File: src/source/ipguPkg.sv
package ipguPkg;

    ////////////////////////////////////////
    // Fixed widths
    ////////////////////////////////////////

    localparam int PIX_W   = 8;
    localparam int ADDR_W  = 10;
    localparam int SCALE_W = 2;

    // Pixels per output window
    localparam int WIN_PIX = 16;
    localparam int WIN_W   = WIN_PIX * PIX_W;

    // Greyscale pixel, frame address, scale shift
    typedef logic [PIX_W-1:0]   pixel_t;
    typedef logic [ADDR_W-1:0]  pixAddr_t;
    typedef logic [SCALE_W-1:0] scale_t;

    // Pixel 0 in the low byte
    typedef logic [WIN_W-1:0]   window_t;

    ////////////////////////////////////////
    // Access structs
    ////////////////////////////////////////

    // Host direct port, 20 bits
    typedef struct packed {
        logic     sel;
        logic     we;
        pixAddr_t addr;
        pixel_t   data;
    } hostAccess_t;

    // Internal read request, 13 bits
    typedef struct packed {
        logic     en;
        pixAddr_t addr;
        logic     windowLast;
        logic     imageLast;
    } frameRead_t;

    // Job FSM
    typedef enum logic [1:0] {
        IDLE,
        ISSUE,
        DRAIN,
        DONE
    } ctrlState_t;

endpackage

File: src/source/ipguCtrlUnit.sv
module ipguCtrlUnit (
    input  logic                clk,
    input  logic                reset,
    input  logic                initIpgu,
    output logic                rdyIpgu,
    input  ipguPkg::frameRead_t readReq,
    input  logic                winAccepted,
    output logic                start,
    output logic                issueEn,
    output ipguPkg::ctrlState_t state
);

    ipguPkg::ctrlState_t nextState;

    // Image end already issued
    logic imageIssued;

    // Request leaving this cycle
    logic issueWinLast;
    logic issueImgLast;

    assign issueWinLast = readReq.en & readReq.windowLast;
    assign issueImgLast = readReq.en & readReq.imageLast;

    ////////////////////////////////////////
    // Job FSM
    ////////////////////////////////////////

    always_ff @(posedge clk) begin
        if (reset) begin
            state <= ipguPkg::IDLE;
        end else begin
            state <= nextState;
        end
    end

    always_comb begin
        nextState = state;
        case (state)
            ipguPkg::IDLE: begin
                // Request phase of the handshake
                if (initIpgu) begin
                    nextState = ipguPkg::ISSUE;
                end
            end
            ipguPkg::ISSUE: begin
                // One window out, wait for the consumer
                if (issueWinLast) begin
                    nextState = ipguPkg::DRAIN;
                end
            end
            ipguPkg::DRAIN: begin
                if (winAccepted) begin
                    if (imageIssued) begin
                        nextState = ipguPkg::DONE;
                    end else begin
                        nextState = ipguPkg::ISSUE;
                    end
                end
            end
            ipguPkg::DONE: begin
                // Release once the host drops its request
                if (!initIpgu) begin
                    nextState = ipguPkg::IDLE;
                end
            end
            default: begin
                nextState = ipguPkg::IDLE;
            end
        endcase
    end

    ////////////////////////////////////////
    // Image end tracking
    ////////////////////////////////////////

    always_ff @(posedge clk) begin
        if (reset || start) begin
            imageIssued <= 1'b0;
        end else if (issueImgLast) begin
            imageIssued <= 1'b1;
        end
    end

    // Clear the counters as the job is taken
    assign start = (state == ipguPkg::IDLE) & initIpgu;

    // One request per cycle while issuing
    assign issueEn = (state == ipguPkg::ISSUE);

    // Ack phase, held until init falls
    assign rdyIpgu = (state == ipguPkg::DONE);

endmodule

File: config.mk
export PLATFORM = sky130hd
export DESIGN_NAME = ipguCtrlUnit
export DESIGN_NICKNAME = d
export VERILOG_FILES = /design/src/source/ipguPkg.sv /design/src/source/ipguCtrlUnit.sv
export SDC_FILE = /design/constraint.sdc
export NUM_CORES = 1
export LEC_CHECK = 0
export ABC_AREA = 1
export BUFFER_PORTS_ARGS = -buffer_cell sky130_fd_sc_hd__buf_2
export CORE_AREA = 4 4 41 43
export DETAILED_ROUTE_END_ITERATION = 8
export DIE_AREA = 0 0 45 47
export GPL_TIMING_DRIVEN = 0
export SYNTH_ARGS = -nofsm -noshare
export SYNTH_HDL_FRONTEND = slang
export SYNTH_SLANG_ARGS = --single-unit
File: constraint.sdc
create_clock -name clk -period 1.24 [get_ports clk]
set_input_delay 0.248 -clock clk [delete_from_list [all_inputs] [get_ports clk]]
set_output_delay 0.248 -clock clk [all_outputs]
set_load 0.05 [all_outputs]
==> metrics <==
placed instance count 61; hold path cells 2; global-route wire length before repair 800 um; Area Overhead vs Synth 81.33%; Final Hold Fails 0; LEAKAGE 0.1832 nW; f_max 814.7 MHz; FILL cells 158; post-synthesis cell area 207.7 um^2; WL final 535 um; CP Launch Type flip-flop; share of the yosys chip area belonging to registers 28.92%; Setup Viol. Count Final 0; Initial Util 15.96%; crit path time final 1.227 ns; Worst Setup End Kind output pin; die span in y 47 um; layout cells sized above 1 54.90%; drt drc 0; die footprint 0.002115 mm^2; RD Place Congestion 0.7786; final setup TNS 0 ns; Clock Skews 0.0002822 ns; peak supply drop 1211 uV; # diodes 0; Avg Synthesized Cell Area 5.934 um^2; crit share post-route 98.98%; grt ovf 0; root buffer cell clkbuf_4; Synth Net Count 52; Routed WL per cell 8.106 um; nets 69; clock tree buffer depth 2; Vias 254; Skew-Pair Late Insertion Delay 0.23 ns; # rows 13; PwrDens 3115 mW/mm^2; cell area after layout 376.6 um^2; I/O pins 22; worst path arrival time 0.98 ns; vias in the first global route 220; TritonRoute pass-1 iters 2; Max FO, Critical Path 8; RSZ-0062 raised after global routing yes; Area after DPL 305.3 um^2; Core Region 0.001301 mm^2; Max Transition Viols Final 0; Switching Fraction 52.80%; Finished Layout Cells 66; NetSw 619.4 uW; TritonCTS buffer count 3; clk sinks 3; Via-to-Cell Ratio 3.848; Worst Reg-to-Reg Cells 8; Antenna Nets Post-Route 0; Synth Instances 35; CTS tree built; MaxCap Viol Count 0; synth warn 0; outcome completed; IO buf count 11; CTS H-tree depth 1; Die X 45 um; antenna violations before repair 0; transition time of the tightest slew-check pin 0.2496 ns; synthesis-stage register bit count 3; clock-pin slew on the worst setup and hold paths 0.03 ns; Slew HR 83.47%; most frequent cells in the layout 8 x buf_2, 6 x nand2_1, 4 x inv_1, 4 x nor2_1; Critical Setup Path Class reg -> out; largest net degree at the start of global routing 9; Hold Crit Class in -> reg; Internal 553.6 uW; CP Data Required Time 0.99 ns; Iter 0 DRT Violations 1; commonest non-fill, non-tap cell in the layout buf_2; sequential share of power 21.7%; Total Power 1.173 mW; GRT Total Usage 5.525%; combinational share of power 64.1%; clock power share 14.1%; Yosys cell types 13
-- cell families after synthesis --
family,count (synthesis),synth area share (%)
compound gates,2,4.815
buf+inv,8,16.26
flops,3,28.92
simple gates,22,50.00
-- power by group through the flow --
stage          Sequential, mW  Combinational (mW)  Clock, mW
4_1_cts                 0.251               0.713      0.177
2_1_floorplan           0.305               0.442          0
3_3_place_gp            0.197               0.666          0
5_1_grt                 0.259               0.803      0.178
6_report                0.255               0.752      0.166
3_5_place_dp            0.198               0.668          0
-- per-stage QoR --
step / util [%] / hold WS, ns / worst slack, ns
after floorplan: - / 0.3273 / -0.02116
after CTS: 27.88 / 0.1902 / -0.006182
after detailed placement: 23.46 / 0.4372 / 0.09118
after global routing: 28.94 / 0.2149 / -0.02932
after global placement: 23.46 / 0.4325 / 0.09213
final: 28.94 / 0.1987 / 0.01260
-- timing repair --
| item | 4_1_cts | 5_1_grt |
|---|---|---|
| setup buffers | 1 | 1 |
| setup endpoints to repair | 3 | 2 |
| pin swaps | 1 | 1 |
| resized for setup | 10 | 2 |
| hold buffers | 0 | 0 |
-- routing by layer --
metal / up-vias / track usage [%] / part of all wire (%)
li1: 138 / - / -
met5: - / 0 / 0
met1: 108 / 5.215 / 42
met4: 0 / 7.018 / 0.75
met3: 2 / 1.533 / 6.0
met2: 6 / 8.757 / 51
-- path summary, 6_finish.rpt --
path / from / slack [ns] / end
worst min-delay path: reset / 0.20 / imageIssued
worst max-delay path: state[1] / 0.01 / start
worst max register to register: state[0] / 0.15 / state[0]
worst min register to register: imageIssued / 0.53 / imageIssued
-- layout make-up --
cell class / instances / area, um^2 / share of cell area, %
repair buffers: 13 / 92.59 / 24.58
well taps: 15 / 18.77 / 4.983
clock buffers: 4 / 26.28 / 6.977
flip-flops and latches: 3 / 67.56 / 17.94
inverters: 7 / 36.28 / 9.635
multi-input cells: 24 / 135.1 / 35.88
-- sequential cells by signal, summed over array words and instances (netlist names) --
name	count
state	2
imageIssued	1
-- worst max-delay path: stages (launching register included) --
cell and delay, ns:
dfxtp_4 0.37, nor3_4 0.19, buf_6 0.18
-- synthesized netlist by cell type --
cell type,instances,area (um^2)
nand2_1,8,30.03
inv_1,6,22.52
nor2_1,4,15.01
dfxtp_1,3,60.06
nand3_1,3,15.01
nor3_1,3,15.01
nand2_2,2,12.51
a21oi_1,1,5.000
buf_4,1,7.510
inv_2,1,3.750
nand3_2,1,10.01
nor2_2,1,6.260
o21ai_1,1,5.000
Power figures use the tool's default switching activity.
