===== src/source/ipguPkg.sv =====
package ipguPkg;

    ////////////////////////////////////////
    // Fixed widths
    ////////////////////////////////////////

    localparam int PIX_W   = 8;
    localparam int ADDR_W  = 10;
    localparam int SCALE_W = 2;

    // Pixels per output window
    localparam int WIN_PIX = 16;
    localparam int WIN_W   = WIN_PIX * PIX_W;

    // Greyscale pixel, frame address, scale shift
    typedef logic [PIX_W-1:0]   pixel_t;
    typedef logic [ADDR_W-1:0]  pixAddr_t;
    typedef logic [SCALE_W-1:0] scale_t;

    // Pixel 0 in the low byte
    typedef logic [WIN_W-1:0]   window_t;

    ////////////////////////////////////////
    // Access structs
    ////////////////////////////////////////

    // Host direct port, 20 bits
    typedef struct packed {
        logic     sel;
        logic     we;
        pixAddr_t addr;
        pixel_t   data;
    } hostAccess_t;

    // Internal read request, 13 bits
    typedef struct packed {
        logic     en;
        pixAddr_t addr;
        logic     windowLast;
        logic     imageLast;
    } frameRead_t;

    // Job FSM
    typedef enum logic [1:0] {
        IDLE,
        ISSUE,
        DRAIN,
        DONE
    } ctrlState_t;

endpackage


===== src/source/ipguAddrCompute.sv =====
module ipguAddrCompute #(
    parameter int IMG_SIDE_LOG2 = 5
) (
    input  logic                clk,
    input  logic                reset,
    input  logic                start,
    input  ipguPkg::scale_t     scaleShift,
    input  logic                issueEn,
    output ipguPkg::frameRead_t readReq
);

    localparam int WIN_CNT_W = $clog2(ipguPkg::WIN_PIX);

    // Scaled coordinates
    logic [IMG_SIDE_LOG2-1:0] scaledX;
    logic [IMG_SIDE_LOG2-1:0] scaledY;

    // Position inside the current window
    logic [WIN_CNT_W-1:0] winCnt;

    // Last scaled coordinate, (side >> shift) - 1
    logic [IMG_SIDE_LOG2-1:0] maxCoord;

    // Full-resolution coordinates
    logic [IMG_SIDE_LOG2-1:0] frameX;
    logic [IMG_SIDE_LOG2-1:0] frameY;

    logic rowEnd;
    logic colEnd;

    assign maxCoord = {IMG_SIDE_LOG2{1'b1}} >> scaleShift;

    assign rowEnd = (scaledX == maxCoord);
    assign colEnd = (scaledY == maxCoord);

    // Nearest neighbour, pick every 2^shift pixel
    assign frameX = scaledX << scaleShift;
    assign frameY = scaledY << scaleShift;

    ////////////////////////////////////////
    // Raster counters
    ////////////////////////////////////////

    always_ff @(posedge clk) begin
        if (reset || start) begin
            scaledX <= '0;
            scaledY <= '0;
            winCnt  <= '0;
        end else if (issueEn) begin
            // Window counter wraps every 16 requests
            winCnt <= winCnt + 1'b1;
            if (rowEnd) begin
                scaledX <= '0;
                // Wrap y too at image end
                if (colEnd) begin
                    scaledY <= '0;
                end else begin
                    scaledY <= scaledY + 1'b1;
                end
            end else begin
                scaledX <= scaledX + 1'b1;
            end
        end
    end

    ////////////////////////////////////////
    // Request out
    ////////////////////////////////////////

    // Row in the upper half, zero extended
    always_comb begin
        readReq            = '0;
        readReq.en         = issueEn;
        readReq.addr       = ipguPkg::pixAddr_t'({frameY, frameX});
        readReq.windowLast = (winCnt == WIN_CNT_W'(ipguPkg::WIN_PIX - 1));
        readReq.imageLast  = rowEnd & colEnd;
    end

endmodule


===== config.mk =====
export PLATFORM = sky130hd
export DESIGN_NAME = ipguAddrCompute
export DESIGN_NICKNAME = d
export VERILOG_FILES = /design/src/source/ipguPkg.sv /design/src/source/ipguAddrCompute.sv
export SDC_FILE = /design/constraint.sdc
export NUM_CORES = 1
export LEC_CHECK = 0
export BUFFER_PORTS_ARGS = -buffer_cell sky130_fd_sc_hd__buf_2
export CELL_PAD_IN_SITES_DETAIL_PLACEMENT = 1
export CELL_PAD_IN_SITES_GLOBAL_PLACEMENT = 2
export CORE_MARGIN = 3
export CORE_UTILIZATION = 31
export CTS_CLUSTER_SIZE = 14
export DETAILED_ROUTE_END_ITERATION = 16
export PLACE_DENSITY = 0.77
export SKIP_CTS_REPAIR_TIMING = 1
export SLEW_MARGIN = 20
export SYNTH_ARGS = -nofsm -noshare
export SYNTH_HDL_FRONTEND = slang
export SYNTH_SLANG_ARGS = --single-unit

===== constraint.sdc =====
create_clock -name clk -period 2.37 [get_ports clk]
set_clock_uncertainty 0.2 [all_clocks]
set_input_delay 0.474 -clock clk [delete_from_list [all_inputs] [get_ports clk]]
set_output_delay 0.474 -clock clk [all_outputs]
set_load 0.01 [all_outputs]

==> impl_metrics.toml <==
[grt]
grt_pass1_wl_um = 4220
grt_pass1_vias = 937
overflow = 0
grt_start_max_net_pins = 16
antenna_found_initial = 0
grt_use_total = 0.134

[clock_network]
clk_latency_ns = 0.29
cts_max_level = 1
cts_tree = "done"
cts-root-buf = "clkbuf_4"
numCtsBuffers = 3
cts.sinks = 14
clk_path_buf_depth = 2
clk_pin_slew_ns = 0.10

[finish]
nFillCells = 349
fin_area_um2 = 1210
seqCellArea_um2 = 290
final_util = 0.421
final_nets = 150
multi_input_area_um2 = 651
n_antenna_cell = 0
synthToLayoutAreaGrowth_pct = 23.9
drive_gt1_frac = 0.314

[yosys]
async_flop_share = 0
synth_area_leaders = "dfxtp_1 29%, mux2i_1 7.2%, nor2_1 4.2%, a21oi_1 4.1%, nor4bb_1 4.1%"
ys_types = 40
yosysWarnings = 0
ys_seq_area_frac = 0.287
synth_cells = 119
synth_top_area_frac = 0.287
syn-num-nets = 128
synth_seq_cells = 14
ys.flop_type = "dfxtp_1"
syn_area_per_cell_um2 = 8.21
synth_top_cell_by_area = "dfxtp_1"
synthesis.area_um2 = 977
synth_edf_count = 0

[sta]
fmax_ghz = 0.427
final_hold_viol_count = 0
worstMarginPinSlew_ns = 0.523
min_period_over_period = 0.989
relSlewSlack = 0.651
period_minus_slack_ns = 2.34
setup_viol = 0
slew_viol_final = 0
hold_ws_ns = 0.301

[floorplanning]
start_util = 0.340
die_x_um = 62.1
io_pins = 19
dieArea_um2 = 3860
design.core.area_um2 = 2880
num_rows = 19
fp.dieH_um = 62.1

[detailed_routing]
wl_met1_um = 1180
drt_iter0_drc = 37
wirelength_um = 2490
highest_layer = "met4"
dr.pass1.iters = 4
wl_met3_um = 79
met2_length_um = 1180
via_count = 948
drt.antenna.violating_nets = 0
drc = 0
vias_per_cell = 5.21
routedWlPerCell_um = 13.7

[place]
routabilityCongestion = 0.746
dp_hpwl_um = 1780
port_buffers = 18
postPlaceCellArea_um2 = 1110

[pwr]
p_per_area_nw_per_um2 = 398
peakVddDrop_mv = 0.228
p_int_uw = 356
power_switching_uw = 127
combPwrFrac = 0.128
swShare = 0.262
pwr-share-seq = 0.494
leakage_nw = 0.475
clockPowerShare = 0.378

[critical_path]
r2r-start = "scaledX[3]"
critPathRequiredTime_ns = 1.70
r2r_end = "scaledX[3]"
crit_fanout = 9
rr_worst_depth = 6
crit_type = "in -> out"
r2r_slack_ns = 0.28
arrival_ns = 1.67
start_kind = "primary input"
critPathCaptureType = "output pin"

[hold_path]
hold_depth = 2
hold-path-endpoint = "scaledX[2]"
hold_path.class = "reg -> reg"
hold_start = "scaledX[2]"

[outcome]
status = "finished clean"

[job]
drv_cap = 0
how the worst max path moves through the flow:
stage,endpoint,start,cells after the start
2_1_floorplan,readReq[0],scaleShift[0],5
3_5_place_dp,readReq[0],scaleShift[0],6
4_1_cts,readReq[0],scaledX[3],5
6_report,readReq[0],scaleShift[0],6
3_3_place_gp,readReq[0],scaleShift[0],6
5_1_grt,readReq[0],scaledX[3],4
synth_stat cells (3+ instances only):
| cell type | number |
|---|---|
| nor2b_1 | 5 |
| clkbuf_1 | 8 |
| nor4bb_1 | 4 |
| dfxtp_1 | 14 |
| nor2_1 | 11 |
| nand4_1 | 3 |
| ha_1 | 3 |
| o21ai_1 | 3 |
| nand3_1 | 4 |
| nand2_1 | 9 |
| mux2i_1 | 7 |
| nand2b_1 | 3 |
| a211oi_1 | 4 |
| a21oi_1 | 8 |
final cells by class:
| cell class | instances | share of cell area |
|---|---|---|
| Multi-Input combinational cell | 93 | 0.537 |
| Sequential cell | 14 | 0.240 |
| Inverter | 1 | 0.00310 |
| Timing Repair Buffer | 28 | 0.147 |
| Clock buffer | 4 | 0.0300 |
| Tap cell | 42 | 0.0434 |
power groups by stage:
| stage | logic (mW) | clock network [mW] | registers, mW |
|---|---|---|---|
| finish | 0.0620 | 0.182 | 0.238 |
| global route | 0.0690 | 0.200 | 0.239 |
| CTS | 0.0575 | 0.188 | 0.241 |
| detailed placement | 0.0572 | 0 | 0.246 |
| global placement | 0.0558 | 0 | 0.246 |
| floorplan | 0.0407 | 0 | 0.245 |
sequential cells by signal, summed over array words and instances (netlist names):
| name | flops |
|---|---|
| scaledX | 5 |
| scaledY | 5 |
| winCnt | 4 |
kinds of logic (layout without fill, tap and decap cells):
group,count (synthesis),after routing,synth area share
xor gates and xnor gates,3,3,0.0269
AOI/OAI and AO/OA,24,24,0.168
DFF,14,14,0.287
adders and majority gates,3,3,0.0384
and+or+nand+nor,55,55,0.332
buffers and inverters,12,33,0.0653
muxes,8,8,0.0832
cell usage in the layout (no fill, tap or decap), drive strengths merged, types with 3 or more instances in the layout:
cell type	Yosys	final
nand2	9	9
buf	3	28
nand2b	3	3
dfxtp	14	14
a21oi	9	9
ha	3	3
nor4bb	4	4
o21ai	3	3
mux2i	7	7
nor2b	5	5
a211oi	4	4
nand3	4	4
clkbuf	8	4
nand4	3	3
nor2	11	11
metal layers:
layer	vias to the layer above	track usage
met5	-	0
met4	0	0.0746
met3	5	0.0234
met2	16	0.230
met1	451	0.159
li1	476	-
worst max-delay path: stages:
cell	delay, ns
buf_6	0.11
nand2_2	0.06
or4_4	0.55
a21boi_2	0.17
nor2b_2	0.17
buf_2	0.14
metrics by stage:
step	TNS (ns)	std cells	power (mW)	setup WS (ns)
after global routing	-0.0198	182	0.508	-0.0198
after CTS	-0.0783	179	0.486	-0.0783
after detailed placement	0	175	0.303	0.0677
final	0	182	0.482	0.0269
after floorplan	0	119	0.286	0.169
after global placement	0	175	0.302	0.0889
Note: power is estimated with default switching activity, not from simulation.
