<file path="config.mk">
export PLATFORM = sky130hd
export DESIGN_NAME = outBuffer
export DESIGN_NICKNAME = d
export VERILOG_FILES = /design/src/source/ipguPkg.sv /design/src/source/outBuffer.sv
export SDC_FILE = /design/constraint.sdc
export NUM_CORES = 1
export LEC_CHECK = 0
export BUFFER_PORTS_ARGS = -buffer_cell sky130_fd_sc_hd__buf_2
export CORE_UTILIZATION = 43
export DETAILED_ROUTE_END_ITERATION = 10
export PLACE_DENSITY = 0.74
export SKIP_LAST_GASP = 1
export SLEW_MARGIN = 5
export SYNTH_ARGS = -nofsm -noshare
export SYNTH_HDL_FRONTEND = slang
export SYNTH_SLANG_ARGS = --single-unit
</file>
<file path="constraint.sdc">
create_clock -name clk -period 0.8 [get_ports clk]
set_input_delay 0.16 -clock clk [delete_from_list [all_inputs] [get_ports clk]]
set_output_delay 0.16 -clock clk [all_outputs]
set_load 0.05 [all_outputs]
</file>
<file path="src/source/ipguPkg.sv">
package ipguPkg;

    ////////////////////////////////////////
    // Fixed widths
    ////////////////////////////////////////

    localparam int PIX_W   = 8;
    localparam int ADDR_W  = 10;
    localparam int SCALE_W = 2;

    // Pixels per output window
    localparam int WIN_PIX = 16;
    localparam int WIN_W   = WIN_PIX * PIX_W;

    // Greyscale pixel, frame address, scale shift
    typedef logic [PIX_W-1:0]   pixel_t;
    typedef logic [ADDR_W-1:0]  pixAddr_t;
    typedef logic [SCALE_W-1:0] scale_t;

    // Pixel 0 in the low byte
    typedef logic [WIN_W-1:0]   window_t;

    ////////////////////////////////////////
    // Access structs
    ////////////////////////////////////////

    // Host direct port, 20 bits
    typedef struct packed {
        logic     sel;
        logic     we;
        pixAddr_t addr;
        pixel_t   data;
    } hostAccess_t;

    // Internal read request, 13 bits
    typedef struct packed {
        logic     en;
        pixAddr_t addr;
        logic     windowLast;
        logic     imageLast;
    } frameRead_t;

    // Job FSM
    typedef enum logic [1:0] {
        IDLE,
        ISSUE,
        DRAIN,
        DONE
    } ctrlState_t;

endpackage

</file>
<file path="src/source/outBuffer.sv">
module outBuffer (
    input  logic             clk,
    input  logic             reset,
    input  ipguPkg::pixel_t  rdData,
    input  logic             rdValid,
    input  logic             rdWindowLast,
    input  logic             rdyHeu,
    output logic             vldIpgu,
    output ipguPkg::window_t ipguWindow,
    output logic             winAccepted
);

    localparam int PIX_W = ipguPkg::PIX_W;
    localparam int WIN_W = ipguPkg::WIN_W;

    ipguPkg::window_t winQ;

    ////////////////////////////////////////
    // Window shift register
    ////////////////////////////////////////

    // New pixel enters the top byte
    // Oldest pixel ends in byte 0
    always_ff @(posedge clk) begin
        if (rdValid) begin
            winQ <= {rdData, winQ[WIN_W-1:PIX_W]};
        end
    end

    ////////////////////////////////////////
    // Valid flag
    ////////////////////////////////////////

    // Set on the window's last pixel
    // Cleared by the transfer
    always_ff @(posedge clk) begin
        if (reset) begin
            vldIpgu <= 1'b0;
        end else if (rdValid && rdWindowLast) begin
            vldIpgu <= 1'b1;
        end else if (winAccepted) begin
            vldIpgu <= 1'b0;
        end
    end

    // Transfer this cycle
    assign winAccepted = vldIpgu & rdyHeu;

    // No new pixels until the window is taken, so the data holds
    assign ipguWindow = winQ;

endmodule

</file>
==> impl_results.html, run 1 <==
<table>
<tr><th>Metric</th><th>Value</th></tr>
<tr><th colspan="2">Outcome</th></tr>
<tr><td>Result of the run</td><td>finished with violations</td></tr>
<tr><td>Failing checks</td><td>negative setup slack</td></tr>
<tr><th colspan="2">Route</th></tr>
<tr><td>Detailed-router iteration count before antenna repair</td><td>4</td></tr>
<tr><td>Residual DRC</td><td>0</td></tr>
<tr><td>Final WL</td><td>about 8800 um</td></tr>
<tr><td>Vias per cell</td><td>4.67</td></tr>
<tr><td>WL/cell</td><td>about 18 um</td></tr>
<tr><td>ANT nets after route</td><td>0</td></tr>
<tr><td>Number of DRC markers in iteration 0</td><td>69</td></tr>
<tr><td>Total number of vias</td><td>between 2000 and 2500</td></tr>
<tr><th colspan="2">Layout</th></tr>
<tr><td>Most common cell after layout, fill and taps aside</td><td>sky130_fd_sc_hd__buf_6</td></tr>
<tr><td>Area growth from synthesis to layout</td><td>75.5%</td></tr>
<tr><td>Share of cells above drive strength 1</td><td>0.614</td></tr>
<tr><td>Layout filler cell count</td><td>around 440</td></tr>
<tr><td>Post-route core utilization</td><td>0.783</td></tr>
<tr><td>Most used cells in the layout excluding fill and tap cells</td><td>142 x sky130_fd_sc_hd__buf_6, 128 x sky130_fd_sc_hd__edfxtp_1, 43 x sky130_fd_sc_hd__buf_4, 16 x sky130_fd_sc_hd__clkbuf_16, 12 x sky130_fd_sc_hd__dlygate4sd3_1</td></tr>
<tr><td>Nets@finish</td><td>between 300 and 400</td></tr>
<tr><td>Number of antenna repair diodes</td><td>0</td></tr>
<tr><td>Number of cells in the finished layout apart from fillers</td><td>486</td></tr>
<tr><th colspan="2">Worst setup path</th></tr>
<tr><td>Startpoint kind of the worst setup timing path</td><td>flop</td></tr>
<tr><td>Worst path slowest cell</td><td>sky130_fd_sc_hd__edfxtp_1</td></tr>
<tr><td>Critical Setup Path Class</td><td>flop to output pin</td></tr>
<tr><td>Crit path buf inv count</td><td>1</td></tr>
<tr><td>Endpoint type of the worst setup path</td><td>output pin</td></tr>
<tr><td>Critical Path Max Stage Delay</td><td>450 ps</td></tr>
<tr><td>Maximum fanout count along the critical path</td><td>2</td></tr>
<tr><td>Cell chain of the critical path</td><td>buf_6</td></tr>
<tr><td>Largest delay contributor family on the critical path</td><td>flip-flops</td></tr>
<tr><td>Worst endpoint required time</td><td>roughly 640 ps</td></tr>
<tr><td>Endpoint arrival time on the critical path</td><td>between 1000 and 1500 ps</td></tr>
<tr><th colspan="2">Floorplan</th></tr>
<tr><td>Width of the die</td><td>97.1 um</td></tr>
<tr><td>Vert. Die Dim</td><td>approximately 97 um</td></tr>
<tr><td>Core Region</td><td>just under 9000 sq um</td></tr>
<tr><td>Starting Density</td><td>0.446</td></tr>
<tr><td>I/O pin cnt</td><td>143</td></tr>
<tr><td>Die area</td><td>approximately 9400 sq um</td></tr>
<tr><td>FP Rows</td><td>34</td></tr>
<tr><th colspan="2">CTS</th></tr>
<tr><td>Max clock buf depth</td><td>2</td></tr>
<tr><td>CTS clk-pin slew, worst paths</td><td>~60 ps</td></tr>
<tr><td>H-tree levels</td><td>4</td></tr>
<tr><td>Clock tree root buffer cell</td><td>sky130_fd_sc_hd__clkbuf_8</td></tr>
<tr><td>Clock buffer count from CTS</td><td>17</td></tr>
<tr><td>Clock Sink Count</td><td>around 130</td></tr>
<tr><td>Clock network latency to the later pin of the worst-skew pair</td><td>just over 500 ps</td></tr>
<tr><td>Clock tree from TritonCTS</td><td>built</td></tr>
<tr><th colspan="2">Yosys</th></tr>
<tr><td>Post-Syn Area</td><td>3890 sq um</td></tr>
<tr><td>YS warnings</td><td>0</td></tr>
<tr><td>Synthesized instance count</td><td>roughly 130</td></tr>
<tr><td>Sequential share of the synthesized area</td><td>0.993</td></tr>
<tr><td>Flip-flop and latch count after synthesis</td><td>roughly 130</td></tr>
<tr><td>Nets in the synthesized netlist</td><td>146</td></tr>
<tr><td>Cell variety after synth</td><td>6</td></tr>
<tr><td>Post-synth top area share</td><td>0.988</td></tr>
<tr><td>Leading post-synthesis cells by cell area</td><td>sky130_fd_sc_hd__edfxtp_1 99%, sky130_fd_sc_hd__dfxtp_1 0.51%, sky130_fd_sc_hd__a21oi_2 0.23%</td></tr>
<tr><td>Average cell area after synthesis</td><td>approximately 29 sq um</td></tr>
<tr><td>Biggest area consumer among synthesized cells</td><td>sky130_fd_sc_hd__edfxtp_1</td></tr>
<tr><th colspan="2">Timing</th></tr>
<tr><td>Worst-margin pin slew</td><td>roughly 280 ps</td></tr>
<tr><td>Unrepaired setup endpoints after global routing</td><td>yes</td></tr>
<tr><td>Number of hold violations in the final report</td><td>0</td></tr>
<tr><td>Final count of negative-setup-slack endpoints</td><td>between 150 and 200</td></tr>
<tr><td>Final critical-path setup slack</td><td>-506 ps</td></tr>
<tr><td>Max Slew Vio Count</td><td>0</td></tr>
<tr><td>Final Skew</td><td>between 9 and 10 ps</td></tr>
<tr><td>Minimum period implied by the final worst setup slack</td><td>around 1300 ps</td></tr>
<tr><td>Relative slew slack</td><td>0.812</td></tr>
<tr><td>Final critical-path share of the clock period</td><td>1.63</td></tr>
<tr><td>Achievable Freq</td><td>766 MHz</td></tr>
<tr><th colspan="2">GRT</th></tr>
<tr><td>Pin count of the biggest net entering global routing</td><td>35</td></tr>
<tr><td>Antenna violations before repair</td><td>0</td></tr>
<tr><td>Total congestion overflow after global routing</td><td>0</td></tr>
<tr><td>Total global routing track utilization</td><td>0.190</td></tr>
<tr><td>First-pass GRT wire length</td><td>approximately 13000 um</td></tr>
<tr><td>Number of global-route vias before repair</td><td>about 2300</td></tr>
<tr><th colspan="2">Pwr</th></tr>
<tr><td>Power Dens Cells</td><td>between 2000 and 3000 nW/um^2</td></tr>
<tr><td>Worst voltage drop across the vdd grid</td><td>1.78 mV</td></tr>
<tr><td>Standby leakage power</td><td>roughly 2.8 nW</td></tr>
<tr><th colspan="2">Min path</th></tr>
<tr><td>Classification of the worst-slack hold path</td><td>input pin to flop</td></tr>
<tr><th colspan="2">Placed design</th></tr>
<tr><td># placed instances</td><td>388</td></tr>
<tr><td>Dpl ws</td><td>-117 ps</td></tr>
<tr><td>RD Place Congestion</td><td>between 0.7 and 0.8</td></tr>
<tr><td>HPWL Detailed</td><td>around 4300 um</td></tr>
<tr><td>Port Buf Inserts</td><td>between 100 and 150</td></tr>
<tr><th colspan="2">Run</th></tr>
<tr><td>Reported max-cap violation count</td><td>0</td></tr>
</table>
## per-layer routing
| metal | vias up | track usage | wire (um) |
|---|---|---|---|
| met4 | 0 | 0.0953 | 170 |
| met3 | 18 | 0.0741 | 676 |
| met5 | - | 0 | 0 |
| met1 | 1113 | 0.224 | 3400 |
| li1 | 1011 | - | - |
| met2 | 128 | 0.303 | 4530 |
## sequential cells by signal (all words and copies together), names as in the netlist
name,flops
vldIpgu,1
ipguWindow,128
## path summary, 6_finish.rpt
check / from / endpoint / slack (ps) / depth (start not counted)
setup / recovery: ipguWindow[117] / ipguWindow[117] / -510 / 1
hold / removal: rdValid / ipguWindow[105] / 140 / 2
setup reg to reg: ipguWindow[14] / ipguWindow[6] / -110 / 2
hold reg to reg: ipguWindow[61] / ipguWindow[53] / 470 / 0
## cell usage after synthesis
cell	n
sky130_fd_sc_hd__a21oi_2	1
sky130_fd_sc_hd__and2_2	1
sky130_fd_sc_hd__dfxtp_1	1
sky130_fd_sc_hd__edfxtp_1	128
sky130_fd_sc_hd__nand2_1	1
sky130_fd_sc_hd__nand2b_1	1
## metrics by stage
stage	instance area (sq um)	total power, mW	setup TNS [ps]	hold slack (ps)
2_1_floorplan	3890	9.52	-15560	215
3_3_place_gp	4830	10.1	-10570	313
3_5_place_dp	4830	10.1	-12050	317
4_1_cts	6650	18.6	-61240	109
5_1_grt	6830	19.2	-66070	123
6_report	6830	18.7	-59420	137
## final cells by class
type | instances | area [sq um] | share of cell area
Timing Repair Buffer | 213 | 2190 | 0.321
Clock buffer | 19 | 422 | 0.0618
Sequential cell | 129 | 3860 | 0.566
Multi-Input combinational cell | 4 | 27.5 | 0.00403
Clock inverter | 13 | 185 | 0.0271
Tap cell | 108 | 135 | 0.0198
## cells by family after synthesis
| family | after synthesis | share of synthesized area |
|---|---|---|
| flip-flops | 129 | 0.993 |
| AND/OR/NAND/NOR | 3 | 0.00450 |
| AO/OA/AOI/OAI | 1 | 0.00225 |
## where the power goes
part,total [mW],switching (mW),internal [mW]
Clock,7.84,2.78,5.06
Sequential,8.19,0.285,7.91
Combinational,2.64,1.67,0.971
Total,18.7,4.73,13.9
## what timing repair did
item	in CTS	in global routing
setup buffers	37	32
hold buffers	12	0
resized for setup	260	14
pin swaps	1	0
endpoints found under the hold margin	11	0
endpoints found under the setup margin	130	165
Power figures use the tool's default switching activity.
==> inputs of run 2 (changes only) <==
CORE_ASPECT_RATIO = 1.75   (was default)
CTS_CLUSTER_SIZE = 14   (was default)
==> impl_results.html, run 2 (synthesis gave the netlist of run 1 again) <==
<table>
<tr><th>Metric</th><th>Value</th></tr>
<tr><th colspan="2">Timing</th></tr>
<tr><td>Final Skew</td><td>6.45 ps (-2.83 ps)</td></tr>
<tr><td>Sum of negative setup slack</td><td>-46900 ps (+12520 ps)</td></tr>
<tr><td>Unrepaired setup endpoints after global routing</td><td>yes</td></tr>
<tr><td>Number of hold violations in the final report</td><td>0 (unchanged)</td></tr>
<tr><td>Achievable Freq</td><td>829 MHz (+8.3%)</td></tr>
<tr><td>Relative slew slack</td><td>0.821 (+0.00950)</td></tr>
<tr><td>Final critical-path setup slack</td><td>-406 ps (+99.9 ps)</td></tr>
<tr><td>Final count of negative-setup-slack endpoints</td><td>169 (+5.6%)</td></tr>
<tr><td>Final critical-path share of the clock period</td><td>1.51 (-0.125)</td></tr>
<tr><td>Max Slew Vio Count</td><td>0 (unchanged)</td></tr>
<tr><td>Minimum period implied by the final worst setup slack</td><td>1210 ps (-99.9 ps)</td></tr>
<tr><td>Worst-margin pin slew</td><td>268 ps (-14.2 ps)</td></tr>
<tr><th colspan="2">Pwr</th></tr>
<tr><td>Switching pwr</td><td>4.75 mW (+0.45%)</td></tr>
<tr><td>Worst voltage drop across the vdd grid</td><td>1.77 mV (-0.42%)</td></tr>
<tr><td>Logic pwr share</td><td>0.140 (about the same)</td></tr>
<tr><td>Switching share of power</td><td>0.252 (-0.000925)</td></tr>
<tr><td>Power Dens Cells</td><td>2750 nW/um^2 (+0.53%)</td></tr>
<tr><td>Part of the total power dissipated in the clock network</td><td>0.424 (+0.004)</td></tr>
<tr><td>Standby leakage power</td><td>2.78 nW (+0.67%)</td></tr>
<tr><td>Internal power</td><td>14.1 mW (+0.95%)</td></tr>
<tr><td>Design Power</td><td>18.8 mW (+0.82%)</td></tr>
<tr><td>Share of total power in sequential cells</td><td>0.436 (-0.003)</td></tr>
<tr><th colspan="2">Route</th></tr>
<tr><td>Vias per cell</td><td>4.54 (-2.8%)</td></tr>
<tr><td>Residual DRC</td><td>0 (unchanged)</td></tr>
<tr><td>Final WL</td><td>9560 um (+9.0%)</td></tr>
<tr><td>WL/cell</td><td>19.3 um (+6.8%)</td></tr>
<tr><td>ANT nets after route</td><td>0 (unchanged)</td></tr>
<tr><td>Total number of vias</td><td>2252 (-0.79%)</td></tr>
<tr><td>Detailed-router iteration count before antenna repair</td><td>4 (unchanged)</td></tr>
<tr><td>Number of DRC markers in iteration 0</td><td>111 (+61%)</td></tr>
<tr><th colspan="2">CTS</th></tr>
<tr><td>Max clock buf depth</td><td>2 (unchanged)</td></tr>
<tr><td>Clock buffer count from CTS</td><td>17 (unchanged)</td></tr>
<tr><td>Clock tree root buffer cell</td><td>sky130_fd_sc_hd__clkbuf_16</td></tr>
<tr><td>CTS clk-pin slew, worst paths</td><td>50 ps (about the same)</td></tr>
<tr><td>Clock Sink Count</td><td>129 (unchanged)</td></tr>
<tr><td>Clock tree from TritonCTS</td><td>built</td></tr>
<tr><td>Clock network latency to the later pin of the worst-skew pair</td><td>410 ps (-100 ps)</td></tr>
<tr><td>H-tree levels</td><td>4 (unchanged)</td></tr>
<tr><th colspan="2">Layout</th></tr>
<tr><td>Most common cell after layout, fill and taps aside</td><td>sky130_fd_sc_hd__buf_6</td></tr>
<tr><td>Number of flip-flops under the largest register name</td><td>128 (unchanged)</td></tr>
<tr><td>Sequential standard cell area</td><td>3860 sq um (unchanged)</td></tr>
<tr><td>Number of antenna repair diodes</td><td>0 (unchanged)</td></tr>
<tr><td>Most used cells in the layout excluding fill and tap cells</td><td>147 x sky130_fd_sc_hd__buf_6, 128 x sky130_fd_sc_hd__edfxtp_1, 43 x sky130_fd_sc_hd__buf_4, 17 x sky130_fd_sc_hd__clkbuf_16, 11 x sky130_fd_sc_hd__buf_2</td></tr>
<tr><td>Nets@finish</td><td>379 (+0.26%)</td></tr>
<tr><td>Area of combinational cells with multiple inputs</td><td>27.5 sq um (unchanged)</td></tr>
<tr><td>Layout filler cell count</td><td>434 (-1.1%)</td></tr>
<tr><td>Area growth from synthesis to layout</td><td>76.0%</td></tr>
<tr><td>Share of cells above drive strength 1</td><td>0.628 (+0.0142)</td></tr>
<tr><th colspan="2">Floorplan</th></tr>
<tr><td>Die area</td><td>9450 sq um (+0.16%)</td></tr>
<tr><td>FP Rows</td><td>45 (+32%)</td></tr>
<tr><td>Starting Density</td><td>0.446 (about the same)</td></tr>
<tr><td>Vert. Die Dim</td><td>128 um (+32%)</td></tr>
<tr><td>Core Region</td><td>8730 sq um (about the same)</td></tr>
<tr><td>I/O pin cnt</td><td>143 (unchanged)</td></tr>
<tr><td>Width of the die</td><td>73.9 um (-24%)</td></tr>
<tr><th colspan="2">Run</th></tr>
<tr><td>Reported max-cap violation count</td><td>0 (unchanged)</td></tr>
<tr><th colspan="2">Placed design</th></tr>
<tr><td>Dpl ws</td><td>-134 ps (-17.4 ps)</td></tr>
<tr><td>RD Place Congestion</td><td>0.727 (-4.0%)</td></tr>
<tr><td>Port Buf Inserts</td><td>142 (unchanged)</td></tr>
<tr><td>HPWL Detailed</td><td>4270 um (-1.7%)</td></tr>
<tr><th colspan="2">GRT</th></tr>
<tr><td>Total global routing track utilization</td><td>0.200 (+0.00996)</td></tr>
<tr><td>First-pass GRT wire length</td><td>12900 um (+0.37%)</td></tr>
<tr><td>Total congestion overflow after global routing</td><td>0 (unchanged)</td></tr>
<tr><td>Antenna violations before repair</td><td>0 (unchanged)</td></tr>
<tr><td>Pin count of the biggest net entering global routing</td><td>48 (+37%)</td></tr>
<tr><td>Number of global-route vias before repair</td><td>2417 (+5.0%)</td></tr>
<tr><th colspan="2">Min path</th></tr>
<tr><td>Hold path startpoint</td><td>rdyHeu</td></tr>
<tr><td>Classification of the worst-slack hold path</td><td>input pin to flop</td></tr>
<tr><th colspan="2">Worst setup path</th></tr>
<tr><td>Maximum fanout count along the critical path</td><td>2 (unchanged)</td></tr>
<tr><td>Endpoint type of the worst setup path</td><td>output pin</td></tr>
<tr><td>Largest delay contributor family on the critical path</td><td>flip-flops</td></tr>
<tr><td>Crit path buf inv count</td><td>1 (unchanged)</td></tr>
<tr><td>Critical Setup Path Class</td><td>flop to output pin</td></tr>
<tr><td>Critical Path Max Stage Delay</td><td>450 ps (about the same)</td></tr>
<tr><td>Endpoint arrival time on the critical path</td><td>1050 ps (-100 ps)</td></tr>
<tr><td>Startpoint of the worst register-to-register path</td><td>ipguWindow[17]</td></tr>
<tr><td>Worst path slowest cell</td><td>sky130_fd_sc_hd__edfxtp_1</td></tr>
<tr><td>Startpoint kind of the worst setup timing path</td><td>flop</td></tr>
<tr><td>Worst endpoint required time</td><td>640 ps (about the same)</td></tr>
<tr><td>First element of the critical path</td><td>ipguWindow[28]</td></tr>
<tr><td>Cell chain of the critical path</td><td>buf_6</td></tr>
<tr><th colspan="2">Outcome</th></tr>
<tr><td>Failing checks</td><td>negative setup slack</td></tr>
<tr><td>Result of the run</td><td>finished with violations</td></tr>
</table>
-- run 2: cell types whose count changed in the layout (fill, tap and decap cells not counted), sizes merged --
cell,change
clkinvlp,-1
dlygate4sd3,-2
inv,-2
buf,+3
clkbuf,-1
clkinv,+4
-- run 2: layout make-up --
class	count	share of cell area
flip-flops and latches	129	0.565
repair buffers	214	0.320
clock buffers	18	0.0627
clock inverters	14	0.0278
well taps	117	0.0214
multi-input cells	4	0.00402
-- run 2: final timing paths --
path              slack [ps]  cells past startpoint              to
hold / removal            80                      3         vldIpgu
setup / recovery        -410                      1  ipguWindow[28]
setup reg to reg         -40                      1   ipguWindow[9]
hold reg to reg          470                      0  ipguWindow[37]
-- run 2: repair_timing --
item | 4_1_cts | 5_1_grt
setup endpoints to repair | 130 | 174
setup buffers | 43 | 35
gates cloned | 0 | 0
gates resized for setup | 259 | 21
hold buffers | 10 | 0
endpoints found under the hold margin | 9 | 0
pin swaps | 1 | 0
-- run 2: power groups by stage --
stage | sequential (mW) | combinational [mW] | clock [mW]
2_1_floorplan | 9.51 | 0.0142 | 0
3_3_place_gp | 8.19 | 1.87 | 0
3_5_place_dp | 8.21 | 1.88 | 0
4_1_cts | 8.16 | 2.52 | 8.04
5_1_grt | 8.24 | 2.71 | 8.37
6_report | 8.21 | 2.64 | 7.98
-- run 2: stage by stage --
step	area, sq um	utilization	hold slack [ps]	instances
final	6850	0.785	78.7	496
after global routing	6850	0.785	79.4	496
after CTS	6680	0.765	59.9	483
after detailed placement	4820	0.553	318	398
after floorplan	3890	-	215	133
after global placement	4820	0.553	313	398
-- run 2: per-layer routing --
layer / up-vias / wire (um) / global-route usage
li1: 1008 / - / -
met1: 1104 / 3360 / 0.198
met2: 121 / 5260 / 0.350
met3: 19 / 703 / 0.0763
met4: 0 / 230 / 0.101
met5: - / 0 / 0
==> inputs of run 3 (changes only) <==
RECOVER_POWER = 100   (was default)
==> impl_results.html, run 3 (synthesis gave the netlist of run 1 again) <==
<table>
<tr><th>Metric</th><th>Value</th></tr>
<tr><th colspan="2">GRT</th></tr>
<tr><td>Number of global-route vias before repair</td><td>2417 (unchanged)</td></tr>
<tr><td>First-pass GRT wire length</td><td>12900 um (unchanged)</td></tr>
<tr><td>Antenna violations before repair</td><td>0 (unchanged)</td></tr>
<tr><td>Pin count of the biggest net entering global routing</td><td>48 (unchanged)</td></tr>
<tr><td>Total global routing track utilization</td><td>0.200 (unchanged)</td></tr>
<tr><td>Total congestion overflow after global routing</td><td>0 (unchanged)</td></tr>
<tr><th colspan="2">Layout</th></tr>
<tr><td>Nets@finish</td><td>379 (unchanged)</td></tr>
<tr><td>Number of flip-flops under the largest register name</td><td>128 (unchanged)</td></tr>
<tr><td>Area growth from synthesis to layout</td><td>75.4%</td></tr>
<tr><td>Most used cells in the layout excluding fill and tap cells</td><td>148 x sky130_fd_sc_hd__buf_6, 128 x sky130_fd_sc_hd__edfxtp_1, 39 x sky130_fd_sc_hd__buf_4, 17 x sky130_fd_sc_hd__clkbuf_16, 11 x sky130_fd_sc_hd__buf_2</td></tr>
<tr><td>Number of cells in the finished layout apart from fillers</td><td>496 (unchanged)</td></tr>
<tr><td>Number of antenna repair diodes</td><td>0 (unchanged)</td></tr>
<tr><td>Layout filler cell count</td><td>441 (+1.6%)</td></tr>
<tr><td>Most common cell after layout, fill and taps aside</td><td>sky130_fd_sc_hd__buf_6</td></tr>
<tr><td>Share of cells above drive strength 1</td><td>0.623 (-0.00528)</td></tr>
<tr><th colspan="2">CTS</th></tr>
<tr><td>Max clock buf depth</td><td>2 (unchanged)</td></tr>
<tr><td>Clock buffer count from CTS</td><td>17 (unchanged)</td></tr>
<tr><td>Clock tree root buffer cell</td><td>sky130_fd_sc_hd__clkbuf_16</td></tr>
<tr><td>Clock network latency to the later pin of the worst-skew pair</td><td>410 ps (about the same)</td></tr>
<tr><td>CTS clk-pin slew, worst paths</td><td>50 ps (about the same)</td></tr>
<tr><td>Clock tree from TritonCTS</td><td>built</td></tr>
<tr><td>Clock Sink Count</td><td>129 (unchanged)</td></tr>
<tr><td>H-tree levels</td><td>4 (unchanged)</td></tr>
<tr><th colspan="2">Route</th></tr>
<tr><td>Residual DRC</td><td>0 (unchanged)</td></tr>
<tr><td>Detailed-router iteration count before antenna repair</td><td>4 (unchanged)</td></tr>
<tr><td>ANT nets after route</td><td>0 (unchanged)</td></tr>
<tr><td>WL/cell</td><td>19.2 um (-0.26%)</td></tr>
<tr><td>Vias per cell</td><td>4.56 (+0.53%)</td></tr>
<tr><td>Number of DRC markers in iteration 0</td><td>95 (-14%)</td></tr>
<tr><td>Final WL</td><td>9530 um (-0.26%)</td></tr>
<tr><td>Total number of vias</td><td>2264 (+0.53%)</td></tr>
<tr><th colspan="2">Timing</th></tr>
<tr><td>Final Skew</td><td>4.88 ps (-1.57 ps)</td></tr>
<tr><td>Worst hold-check slack</td><td>78.0 ps (-0.756 ps)</td></tr>
<tr><td>Achievable Freq</td><td>829 MHz (about the same)</td></tr>
<tr><td>Final critical-path share of the clock period</td><td>1.51 (about the same)</td></tr>
<tr><td>Final count of negative-setup-slack endpoints</td><td>169 (unchanged)</td></tr>
<tr><td>Final critical-path setup slack</td><td>-406 ps (+0.684 ps)</td></tr>
<tr><td>Unrepaired setup endpoints after global routing</td><td>yes</td></tr>
<tr><td>Minimum period implied by the final worst setup slack</td><td>1210 ps (-0.684 ps)</td></tr>
<tr><td>Worst-margin pin slew</td><td>410 ps (+142 ps)</td></tr>
<tr><td>Number of hold violations in the final report</td><td>0 (unchanged)</td></tr>
<tr><td>Relative slew slack</td><td>0.726 (-0.0947)</td></tr>
<tr><td>Max Slew Vio Count</td><td>0 (unchanged)</td></tr>
<tr><th colspan="2">Floorplan</th></tr>
<tr><td>Die area</td><td>9450 sq um (unchanged)</td></tr>
<tr><td>Width of the die</td><td>73.9 um (unchanged)</td></tr>
<tr><td>Vert. Die Dim</td><td>128 um (unchanged)</td></tr>
<tr><td>FP Rows</td><td>45 (unchanged)</td></tr>
<tr><td>Starting Density</td><td>0.446 (unchanged)</td></tr>
<tr><td>I/O pin cnt</td><td>143 (unchanged)</td></tr>
<tr><td>Core Region</td><td>8730 sq um (unchanged)</td></tr>
<tr><th colspan="2">Worst setup path</th></tr>
<tr><td>Worst path slowest cell</td><td>sky130_fd_sc_hd__edfxtp_1</td></tr>
<tr><td>Crit path buf inv count</td><td>1 (unchanged)</td></tr>
<tr><td>Cell chain of the critical path</td><td>buf_6</td></tr>
<tr><td>Critical Path Max Stage Delay</td><td>450 ps (about the same)</td></tr>
<tr><td>Maximum fanout count along the critical path</td><td>2 (unchanged)</td></tr>
<tr><td>Endpoint arrival time on the critical path</td><td>1050 ps (about the same)</td></tr>
<tr><td>Largest delay contributor family on the critical path</td><td>flip-flops</td></tr>
<tr><td>Critical Setup Path Class</td><td>flop to output pin</td></tr>
<tr><td>Startpoint kind of the worst setup timing path</td><td>flop</td></tr>
<tr><td>Worst endpoint required time</td><td>640 ps (about the same)</td></tr>
<tr><td>Endpoint type of the worst setup path</td><td>output pin</td></tr>
<tr><th colspan="2">Placed design</th></tr>
<tr><td>HPWL Detailed</td><td>4270 um (unchanged)</td></tr>
<tr><td># placed instances</td><td>398 (unchanged)</td></tr>
<tr><td>RD Place Congestion</td><td>0.727 (unchanged)</td></tr>
<tr><td>Port Buf Inserts</td><td>142 (unchanged)</td></tr>
<tr><th colspan="2">Pwr</th></tr>
<tr><td>Internal power</td><td>14.1 mW (about the same)</td></tr>
<tr><td>Logic pwr share</td><td>0.139 (about the same)</td></tr>
<tr><td>Power Dens Cells</td><td>2760 nW/um^2 (+0.29%)</td></tr>
<tr><td>Part of the total power dissipated in the clock network</td><td>0.424 (about the same)</td></tr>
<tr><td>Share of total power in sequential cells</td><td>0.436 (about the same)</td></tr>
<tr><td>Switching pwr</td><td>4.76 mW (+0.14%)</td></tr>
<tr><td>Standby leakage power</td><td>2.76 nW (-0.48%)</td></tr>
<tr><td>Switching share of power</td><td>0.253 (+0.000444)</td></tr>
<tr><td>Worst voltage drop across the vdd grid</td><td>1.77 mV (about the same)</td></tr>
<tr><th colspan="2">Outcome</th></tr>
<tr><td>Result of the run</td><td>finished with violations</td></tr>
<tr><td>Failing checks</td><td>negative setup slack</td></tr>
<tr><th colspan="2">Min path</th></tr>
<tr><td>Classification of the worst-slack hold path</td><td>input pin to flop</td></tr>
<tr><th colspan="2">Run</th></tr>
<tr><td>Reported max-cap violation count</td><td>0 (unchanged)</td></tr>
</table>
-- run 3: changes by cell type in the layout (fill, tap and decap cells not counted), sizes merged --
cell | before | now
buf | 204 | 199
clkbuf | 18 | 23
-- run 3: routing by layer --
metal  wire length (um)  GRT usage  vias up
met4                235      0.101        0
met1               3340      0.198     1107
met5                  0          0        -
met3                718     0.0763       20
li1                   -          -     1009
met2               5240      0.350      128
-- run 3: layout make-up --
class,instances,area [sq um],share of cell area
flip-flops and latches,129,3860,0.566
repair buffers,214,2170,0.317
clock buffers,18,429,0.0629
clock inverters,14,190,0.0279
well taps,117,146,0.0215
multi-input cells,4,27.5,0.00403
-- run 3: worst paths after layout --
kind                  startpoint              to  slack, ps  cells past startpoint
setup / recovery  ipguWindow[28]  ipguWindow[28]       -410                      1
hold reg to reg   ipguWindow[45]  ipguWindow[37]        470                      0
hold / removal            rdyHeu         vldIpgu         80                      3
setup reg to reg  ipguWindow[12]   ipguWindow[4]        -30                      1
-- run 3: repair_timing --
item	4_1_cts	5_1_grt
pin swaps	1	0
endpoints found under the hold margin	9	0
resized for setup	259	21
setup buffers	43	35
hold buffers	10	0
endpoints found under the setup margin	130	174
-- run 3: power groups by stage --
stage               Sequential [mW]  Combinational (mW)  Clock, mW
floorplan                      9.51              0.0142          0
global placement               8.19                1.87          0
detailed placement             8.21                1.88          0
CTS                            8.16                2.52       8.04
global route                   8.24                2.69       8.37
finish                         8.21                2.62       7.99
-- run 3: stage by stage --
step | worst slack, ps | area (sq um) | util | total power, mW | setup TNS, ps
6_report | -406 | 6820 | 0.782 | 18.8 | -46850
2_1_floorplan | -129 | 3890 | - | 9.52 | -15560
5_1_grt | -440 | 6820 | 0.782 | 19.3 | -51560
3_5_place_dp | -134 | 4820 | 0.553 | 10.1 | -12200
3_3_place_gp | -94.7 | 4820 | 0.553 | 10.1 | -10050
4_1_cts | -391 | 6680 | 0.765 | 18.7 | -46760
